## config.mk

```make
export PLATFORM = sky130hd
export DESIGN_NAME = fetchUnit
export DESIGN_NICKNAME = d
export VERILOG_FILES = /design/src/hw/fetchPkg.sv /design/src/hw/fetchUnit.sv /design/src/hw/misalignCheck.sv /design/src/hw/instrMemory.sv /design/src/hw/pcDatapath.sv /design/src/hw/fetchControl.sv
export SDC_FILE = /design/constraint.sdc
export NUM_CORES = 2
export LEC_CHECK = 0
export CORE_UTILIZATION = 35
export DETAILED_ROUTE_END_ITERATION = 10
export DONT_BUFFER_PORTS = 1
export SLEW_MARGIN = 10
export SYNTH_ARGS = -nofsm -noshare
export SYNTH_HDL_FRONTEND = slang
export SYNTH_HIERARCHICAL = 1
export SYNTH_SLANG_ARGS = --single-unit
```

## constraint.sdc

```tcl
create_clock -name clk -period 5.43 [get_ports clk]
set_input_delay 1.086 -clock clk [delete_from_list [all_inputs] [get_ports clk]]
set_output_delay 1.086 -clock clk [all_outputs]
set_load 0.01 [all_outputs]
```

## src/hw/fetchPkg.sv

```systemverilog
// fetch stage package: widths, reset vector, memory depth and shared structs
package fetchPkg;

  //////////////////////////////////////////////////////////////////////
  // widths and constants
  //////////////////////////////////////////////////////////////////////

  // architectural register and pc width
  localparam int XLEN = 32;

  // reset vector
  localparam logic [XLEN-1:0] PC_START = 32'h0000_0080;

  // instruction store depth, counted in 16-bit halfwords
  localparam int IMEM_HALFWORDS = 128;
  // halfword address width
  localparam int IMEM_AW = 7;

  //////////////////////////////////////////////////////////////////////
  // shared types
  //////////////////////////////////////////////////////////////////////

  // next-pc source, listed from lowest to highest priority
  typedef enum logic [1:0] {
    pcSeq,
    pcBranch,
    pcPriv
  } pcSrcT;

  // execute-stage branch or jump outcome
  // target is imm + base
  typedef struct packed {
    logic            taken;
    logic [XLEN-1:0] imm;
    logic [XLEN-1:0] base;
  } branchResolveT;

  // memory-stage privileged redirect (return or trap)
  typedef struct packed {
    logic            ret;
    logic            trap;
    logic [XLEN-1:0] nextPc;
  } privRedirectT;

  // what fetch hands to decode
  typedef struct packed {
    logic [XLEN-1:0] pc;
    logic [31:0]     instr;
    logic [XLEN-1:0] pcPlus;
  } fetchOutT;

  // instruction-misaligned fault, already in the memory stage
  typedef struct packed {
    logic            fault;
    logic [XLEN-1:0] adr;
  } misalignFaultT;

  // one halfword write into the instruction store
  typedef struct packed {
    logic               we;
    logic [IMEM_AW-1:0] addr;
    logic [15:0]        data;
  } imemLoadT;

endpackage
```

## src/hw/fetchUnit.sv

```systemverilog
// instruction fetch front end: pc control, pc datapath, instruction store and misaligned check
`timescale 1ns/1ps

module fetchUnit (
  input  logic                    clk,
  input  logic                    reset,
  input  logic                    stallF,
  input  fetchPkg::branchResolveT branch,
  input  fetchPkg::privRedirectT  priv,
  input  fetchPkg::imemLoadT      load,
  output fetchPkg::fetchOutT      fetch,
  output fetchPkg::misalignFaultT fault
);

  import fetchPkg::*;

  // control to datapath
  pcSrcT           pcSel;
  logic            pcEn;

  // fetch stage values
  logic [XLEN-1:0] pcF;
  logic [31:0]     instrF;
  logic [XLEN-1:0] pcPlusF;

  // next pc before bit 0 is cleared
  logic [XLEN-1:0] unalignedNext;

  //////////////////////////////////////////////////////////////////////
  // control and datapath
  //////////////////////////////////////////////////////////////////////

  fetchControl control (
    .clk         (clk),
    .reset       (reset),
    .stallF      (stallF),
    .branchTaken (branch.taken),
    .privRet     (priv.ret),
    .privTrap    (priv.trap),
    .pcSel       (pcSel),
    .pcEn        (pcEn)
  );

  pcDatapath datapath (
    .clk           (clk),
    .reset         (reset),
    .pcSel         (pcSel),
    .pcEn          (pcEn),
    .branch        (branch),
    .privNextPc    (priv.nextPc),
    .instrF        (instrF),
    .pcF           (pcF),
    .pcPlusF       (pcPlusF),
    .unalignedNext (unalignedNext)
  );

  // instruction store, read at the current pc
  instrMemory imem (
    .clk   (clk),
    .load  (load),
    .pc    (pcF),
    .instr (instrF)
  );

  // branch target alignment fault
  misalignCheck misalign (
    .clk           (clk),
    .reset         (reset),
    .pcSel         (pcSel),
    .unalignedNext (unalignedNext),
    .fault         (fault)
  );

  // bundle for decode
  assign fetch = '{pc: pcF, instr: instrF, pcPlus: pcPlusF};

endmodule

```

## src/hw/misalignCheck.sv

```systemverilog
// misaligned branch target check, fault and address registered into the memory stage
`timescale 1ns/1ps

module misalignCheck (
  input  logic                      clk,
  input  logic                      reset,
  input  fetchPkg::pcSrcT           pcSel,
  input  logic [fetchPkg::XLEN-1:0] unalignedNext,
  output fetchPkg::misalignFaultT   fault
);

  import fetchPkg::*;

  // target is not halfword aligned
  logic misaligned;
  // execute-stage branch fault
  logic branchFaultE;

  //////////////////////////////////////////////////////////////////////
  // detection
  //////////////////////////////////////////////////////////////////////

  // compressed support allows halfword targets, only bit 0 is illegal
  assign misaligned = unalignedNext[0];

  // only a branch or jump that actually steers the pc can fault
  // privileged redirects are not checked here, the trap path is off
  assign branchFaultE = misaligned & (pcSel == pcBranch);

  //////////////////////////////////////////////////////////////////////
  // execute to memory stage register
  //////////////////////////////////////////////////////////////////////

  always_ff @(posedge clk) begin
    if (reset) begin
      fault <= '0;
    end else begin
      fault.fault <= branchFaultE;
      // raw target, bit 0 still set when it faulted
      fault.adr   <= unalignedNext;
    end
  end

endmodule

```

## src/hw/instrMemory.sv

```systemverilog
// instruction store: halfword array with a load port and an unaligned 32-bit read
`timescale 1ns/1ps

module instrMemory (
  input  logic                      clk,
  input  fetchPkg::imemLoadT        load,
  input  logic [fetchPkg::XLEN-1:0] pc,
  output logic [31:0]               instr
);

  import fetchPkg::*;

  // one entry per 16-bit parcel
  logic [15:0] mem [0:IMEM_HALFWORDS-1];

  // halfword at the pc
  logic [IMEM_AW-1:0] loIdx;
  // halfword after it, wraps at the top of the store
  logic [IMEM_AW-1:0] hiIdx;

  //////////////////////////////////////////////////////////////////////
  // load port
  //////////////////////////////////////////////////////////////////////

  // written by the testbench, contents survive reset
  always_ff @(posedge clk) begin
    if (load.we) begin
      mem[load.addr] <= load.data;
    end
  end

  //////////////////////////////////////////////////////////////////////
  // read port
  //////////////////////////////////////////////////////////////////////

  // pc bit 0 is always clear, bits above the store are ignored
  assign loIdx = pc[IMEM_AW:1];

  // modulo IMEM_HALFWORDS through the index width
  assign hiIdx = loIdx + 1'b1;

  // the second halfword forms the upper bits
  // a 32-bit instruction may straddle a word boundary
  // for a compressed instruction the upper half is just the next parcel
  assign instr = {mem[hiIdx], mem[loIdx]};

endmodule

```

## src/hw/pcDatapath.sv

```systemverilog
// pc datapath: branch target adder, next-pc mux, pc register and 2-or-4 incrementer
`timescale 1ns/1ps

module pcDatapath (
  input  logic                       clk,
  input  logic                       reset,
  input  fetchPkg::pcSrcT            pcSel,
  input  logic                       pcEn,
  input  fetchPkg::branchResolveT    branch,
  input  logic [fetchPkg::XLEN-1:0]  privNextPc,
  input  logic [31:0]                instrF,
  output logic [fetchPkg::XLEN-1:0]  pcF,
  output logic [fetchPkg::XLEN-1:0]  pcPlusF,
  output logic [fetchPkg::XLEN-1:0]  unalignedNext
);

  import fetchPkg::*;

  // execute-stage branch or jump target
  logic [XLEN-1:0] pcTargetE;
  // next pc with bit 0 cleared
  logic [XLEN-1:0] pcNextF;
  // upper pc bits plus one, shared by +2 and +4
  logic [XLEN-3:0] pcUpperInc;
  // fetched instruction is 16 bits wide
  logic            compressedF;

  //////////////////////////////////////////////////////////////////////
  // next pc selection
  //////////////////////////////////////////////////////////////////////

  assign pcTargetE = branch.imm + branch.base;

  // three-way mux on the select from fetch control
  always_comb begin
    case (pcSel)
      pcPriv: begin
        unalignedNext = privNextPc;
      end
      pcBranch: begin
        unalignedNext = pcTargetE;
      end
      default: begin
        unalignedNext = pcPlusF;
      end
    endcase
  end

  // instructions sit on halfword boundaries, so bit 0 is dropped
  // the misaligned check still sees the raw value
  assign pcNextF = {unalignedNext[XLEN-1:1], 1'b0};

  //////////////////////////////////////////////////////////////////////
  // pc register
  //////////////////////////////////////////////////////////////////////

  // reset takes priority over the enable
  always_ff @(posedge clk) begin
    if (reset) begin
      pcF <= PC_START;
    end else if (pcEn) begin
      pcF <= pcNextF;
    end
  end

  //////////////////////////////////////////////////////////////////////
  // sequential incrementer
  //////////////////////////////////////////////////////////////////////

  // low bits 11 mark a full 32-bit instruction
  assign compressedF = (instrF[1:0] != 2'b11);

  // one adder on the upper bits covers both step sizes
  assign pcUpperInc = pcF[XLEN-1:2] + 1'b1;

  always_comb begin
    if (compressedF) begin
      if (pcF[1]) begin
        // +2 from the upper halfword carries into the next word
        pcPlusF = {pcUpperInc, 2'b00};
      end else begin
        // +2 from the lower halfword stays in the word
        pcPlusF = {pcF[XLEN-1:2], 2'b10};
      end
    end else begin
      // +4 keeps the halfword offset
      pcPlusF = {pcUpperInc, pcF[1:0]};
    end
  end

endmodule

```

## src/hw/fetchControl.sv

```systemverilog
// fetch control: resolves redirect priority and stall override into pc select and enable
`timescale 1ns/1ps

module fetchControl (
  input  logic            clk,
  input  logic            reset,
  input  logic            stallF,
  input  logic            branchTaken,
  input  logic            privRet,
  input  logic            privTrap,
  output fetchPkg::pcSrcT pcSel,
  output logic            pcEn
);

  import fetchPkg::*;

  // memory-stage return or trap wants the pc
  logic privRedirect;
  // any redirect, privileged or branch
  logic anyRedirect;
  // stall that is not overridden by a redirect
  logic stallHold;

  //////////////////////////////////////////////////////////////////////
  // redirect detection
  //////////////////////////////////////////////////////////////////////

  assign privRedirect = privRet | privTrap;
  assign anyRedirect  = privRedirect | branchTaken;

  // a redirect always wins over a fetch stall
  // so the redirected instruction is not lost
  assign stallHold = stallF & ~anyRedirect;

  //////////////////////////////////////////////////////////////////////
  // select and enable
  //////////////////////////////////////////////////////////////////////

  // privileged first, then branch, then sequential
  // during reset the datapath load of the reset vector is never blocked
  always_comb begin
    if (reset) begin
      pcSel = pcSeq;
    end else if (privRedirect) begin
      pcSel = pcPriv;
    end else if (branchTaken) begin
      pcSel = pcBranch;
    end else begin
      pcSel = pcSeq;
    end
  end

  // register enable drops only for a plain stall
  assign pcEn = reset | ~stallHold;

endmodule

```

=== Yosys cells after proc, flatten, opt, wreduce, memory -nomap -nowiden ===
Memory sizes are Yosys's and may differ from the RTL's. A register that Yosys moved wholly into a read port is not among the register bits.
Cells that the tools add are included.

* Bits in registers: 64
* Logic and storage cells: 27
* Output and inout bits: 129
* Memories kept: 1
* Bits in writable memories: 2048
* Input bits: 126

* Eq/ne operators: 3
* Add/sub/neg operators: 3
* Mux-type cells: 10
* Bitwise logic cells: 7

{| class="wikitable"
|+ Memory list
! memory !! words !! width !! read ports !! clocked after Yosys merged registers in !! write ports !! RTL line !! RTL
|-
| imem.mem || 128 || 16 || 2 || 1 || 1 || instrMemory.sv:14 || <nowiki>logic [15:0] mem [0:IMEM_HALFWORDS-1];</nowiki>
|}

{| class="wikitable"
|+ Operators with widths
! kind !! count
|-
| 2-to-1 mux 32 bit || 2
|-
| case mux 32 bit (2 select lines) || 1
|-
| adder 32 bit || 1
|-
| adder 30 x 1 -> 30 bit, second input constant || 1
|-
| 2-to-1 mux 7 bit || 2
|-
| adder 7 x 1 -> 7 bit, second input constant || 1
|-
| 2-to-1 mux 2 bit || 2
|-
| 2-to-1 mux 1 bit || 3
|-
| bitwise OR 1 bit || 3
|-
| AND 1 bit || 2
|-
| == test 2 x 1 -> 1 bit, second input constant || 1
|-
| == test 2 bit, second input constant || 1
|-
| inequality test 2 bit, second input constant || 1
|-
| inverter 1 bit || 2
|}

=== Longest topological paths before layout ===
* Word-level depth: 8
* Gate-level depth with buffers: 20
* Gate-level depth less buffers: 15

=== Hierarchy ===
Netlist, hierarchy kept.

{| class="wikitable"
|+ By module, submodules not included
! module !! seq. area each (µm²) !! cells each !! area an instance (µm²) !! times used
|-
| instrMemory || 61499.0 || 5321 || 95809.4 || 1
|-
| pcDatapath || 620.6 || 614 || 4460.5 || 1
|-
| misalignCheck || 660.6 || 69 || 885.8 || 1
|-
| fetchControl || 0.0 || 5 || 31.3 || 1
|}

=== Worst setup path after synthesis ===
No wires, ideal clock.

* Path kind: register to output
* Start: register datapath/pcF[1] (netlist name)
* End: output fetch[25] (netlist name)
* Arrival: 3.769 ns
* Data required time: 4.344 ns
* Path slack: 0.575 ns
* Path buffers: 5
* Stages on the path, launching flop included: 17
* Path through: dfxtp_1 buf_6 buf_8 buf_8 buf_6 buf_6 mux2i_1 o22ai_1 nor3_1 a21oi_1 a21oi_1 o32ai_1 a21oi_1 nor3b_2 nand2_1 or4_1 xnor2_2

{| class="wikitable"
|+ RTL lines
! element !! RTL line !! RTL
|-
| start, declared || pcDatapath.sv:12 || <nowiki>output logic [fetchPkg::XLEN-1:0] pcF,</nowiki>
|-
| start signal, assigned || pcDatapath.sv:62 || <nowiki>pcF <= pcNextF;</nowiki>
|-
| end, declared || fetchUnit.sv:11 || <nowiki>output fetchPkg::fetchOutT fetch,</nowiki>
|}

==> flow_summary.ini <==
[outcome]
outcome = complete, but fails checks
failed_checks = negative setup slack

[critical_path]
setup.worst_path.class = reg -> out
crit_required_ns = 4.34
crit-reg2reg-launch = datapath/pcF[1]
critPathCaptureType = primary output
reg2reg_depth = 17
crit_arrival_ns = 4.41
startpoint_type = register
path_max_fanout = 12
critical_path.startpoint = datapath/pcF[1]

[clocking]
clock_path_buffers = 4
cts_buffers = 225
cts_tree = built
insertion_delay_ns = 0.93
cts_root_buf = clkbuf_16
cts.sinks = 2112
cts.htree.levels = 4
clkTransAtPathRegs_ns = 0.06

[layout]
fin_nets = 6588
syn_to_final_growth_pct = 17.3
multi_input_area_mm2 = 0.0370
fill_cells = 25466
regArea_mm2 = 0.0628
final_common_cell = edfxtp_1
drive_gt1_share_pct = 32.9
fin_area_mm2 = 0.119
final_cell_mix = edfxtp_1 (2048), mux4_2 (891), nand2_1 (547)

[power_and_ir_drop]
peakVddDrop_uv = 323
power.leakage_nw = 37.6
powerDensity_mw_per_mm2 = 406

[synth]
ys_warn_count = 6
ys_types = 100
syn_inst = 6009
synth-seq-cells = 2112
synth_edf_count = 2048
synth_ff_type = edfxtp_1
synth_area_per_cell_um2 = 16.8
synthArstFlopShare_pct = 0
synth_area_mm2 = 0.101
yosysSeqAreaShare_pct = 62.0

[sta]
worst_slack_ns = -0.0651
fmax_mhz = 182
finalSetupTns_ns = -0.246
finalClockSkew_ns = 0.0855
rsz0062_at_grt = true
tightest_slew_ns = 1.34
slew_viol_final = 0
slew_headroom_pct = 10.4
period_needed_ns = 5.50
timing.hold.ws_ns = 0.255
fin_crit_sh_pct = 101
finalSetupViolCount = 9
hold_viol_final = 0

[hold_path]
holdPathStages = 1
holdCritPathClass = in -> reg
hp-start = reset

[floorplanning]
num_io_pins = 255
core_mm2 = 0.288
die_height_um = 540
initial_core_util_pct = 35.1
row_count = 197
die_w_um = 540
dieArea_mm2 = 0.291

[placement]
placed_cell_area_mm2 = 0.108
gp_congestion = 0.955
io_buffer_count = 0
hpwl_um = 226000

[grt]
grt_pass1_wl_um = 496000
track_usage_pct = 24.0
gr-total-overflow = 0
antenna_found_initial = 11
grt_pass1_vias = 63645
grt_start_max_net_pins = 129

[drt]
wl_per_cell_um = 34.7
routed_via_density = 6.27
drc = 0
ant_nets = 0
drt-initial-drc-count = 9667
wirelength_um = 360000
dr.pass1.iters = 6
vias = 65190

[job]
maxCapViolations = 0
## layout make-up
| class | count | area share [%] |
|---|---|---|
| Tap cell | 3781 | 3.98 |
| Timing Repair Buffer | 657 | 5.83 |
| Sequential cell | 2112 | 52.9 |
| Multi-Input combinational cell | 3389 | 31.1 |
| Antenna cell | 8 | 0.0169 |
| Clock inverter | 135 | 1.09 |
| Clock buffer | 271 | 4.93 |
| Inverter | 41 | 0.130 |
## cell usage after synthesis, drive strengths merged (5+ instances only)
library cell	n	area (um2)
o22ai	96	601
nand2b	8	50.1
o21ai	62	325
nor2	223	842
a21o	18	135
clkbuf	160	604
mux4	892	20100
or2	6	37.5
a211oi	24	198
a32oi	19	166
mux2i	356	3560
o32ai	19	166
dfxtp	64	1280
mux2	6	71.3
a22oi	129	968
a221oi	11	120
o21bai	11	82.6
nand3	209	1050
inv	39	146
ha	35	438
buf	308	2010
o221ai	5	43.8
xnor2	39	349
o31a	6	61.3
a222oi	5	50.1
xor2	18	165
edfxtp	2048	61500
a32o	6	60.1
nor2b	54	345
a21oi	209	1060
nand2	551	2070
o211ai	6	58.8
nor3	82	415
nor4	17	106
and3	50	319
nor3b	9	72.6
or3	9	61.3
nand4	67	419
and2	10	62.6
a22o	6	52.6
a31oi	45	282
o21a	13	97.6
## critical path, stage by stage, from the launching register on
cell       delay (ns)
dfxtp_4          0.38
buf_12           0.14
buf_4            0.13
bufbuf_16        0.30
mux2i_1          0.14
o22ai_1          0.16
nor3_1           0.09
a211oi_2         0.24
o21ai_1          0.15
o32ai_4          0.54
a21oi_4          0.11
nor3b_2          0.28
nand2_1          0.15
or4_4            0.47
xnor2_4          0.24
## routing by layer
metal | part of all wire [%] | up-vias | track usage [%]
met5 | 0.0075 | - | 0
met4 | 5.5 | 4 | 11.2
met3 | 12 | 760 | 5.93
met2 | 46 | 4530 | 38.0
met1 | 36 | 34233 | 31.1
li1 | - | 25663 | -
## cells by family (layout without fill, tap and decap cells)
group,count (synthesis),in the layout,share of synthesized area [%]
DFF,2112,2112,62.0
xor gates and xnor gates,57,57,0.508
AOI/OAI and AO/OA,734,734,4.93
adders and majority gates,36,36,0.453
buffers and inverters,509,1104,2.74
and+or+nand+nor,1306,1306,5.87
other,1,10,0.00371
muxes,1254,1254,23.4
## what timing repair did
item                                   CTS  global route
pin swaps                               30            27
setup buffers                           89            46
endpoints found under the hold margin    0             0
hold buffers                             0             0
gates cloned                            18             6
gates resized for setup                150           109
setup endpoints to repair               61            44
## state kept, by name, indices dropped and copies added (netlist names)
| register | count |
|---|---|
| misalign/fault | 33 |
| datapath/pcF | 31 |
| imem/mem | 2048 |
## path summary, 6_finish.rpt
| kind | slack [ns] | to |
|---|---|---|
| min reg2reg | 0.59 | datapath/pcF[14] |
| max reg2reg | 1.15 | datapath/pcF[4] |
| min | 0.26 | datapath/pcF[17] |
| max | -0.07 | fetch[25] |
## power by group
| part | internal [mW] | switching (mW) |
|---|---|---|
| registers | 18.0 | 0.130 |
| clock network | 8.65 | 6.60 |
| logic | 6.97 | 7.90 |
## stage by stage
stage | power [mW] | util [%] | cells | worst slack [ns]
after CTS | 47.8 | 40.9 | 10342 | -0.00563
after global placement | 31.5 | 37.7 | 9832 | -0.152
after global routing | 49.5 | 41.2 | 10389 | -0.196
after floorplan | 27.0 | - | 6010 | 0.575
after detailed placement | 31.6 | 37.7 | 9832 | -0.158
final | 48.2 | 41.2 | 10394 | -0.0651
No activity file was read; power rests on OpenSTA's default activity.
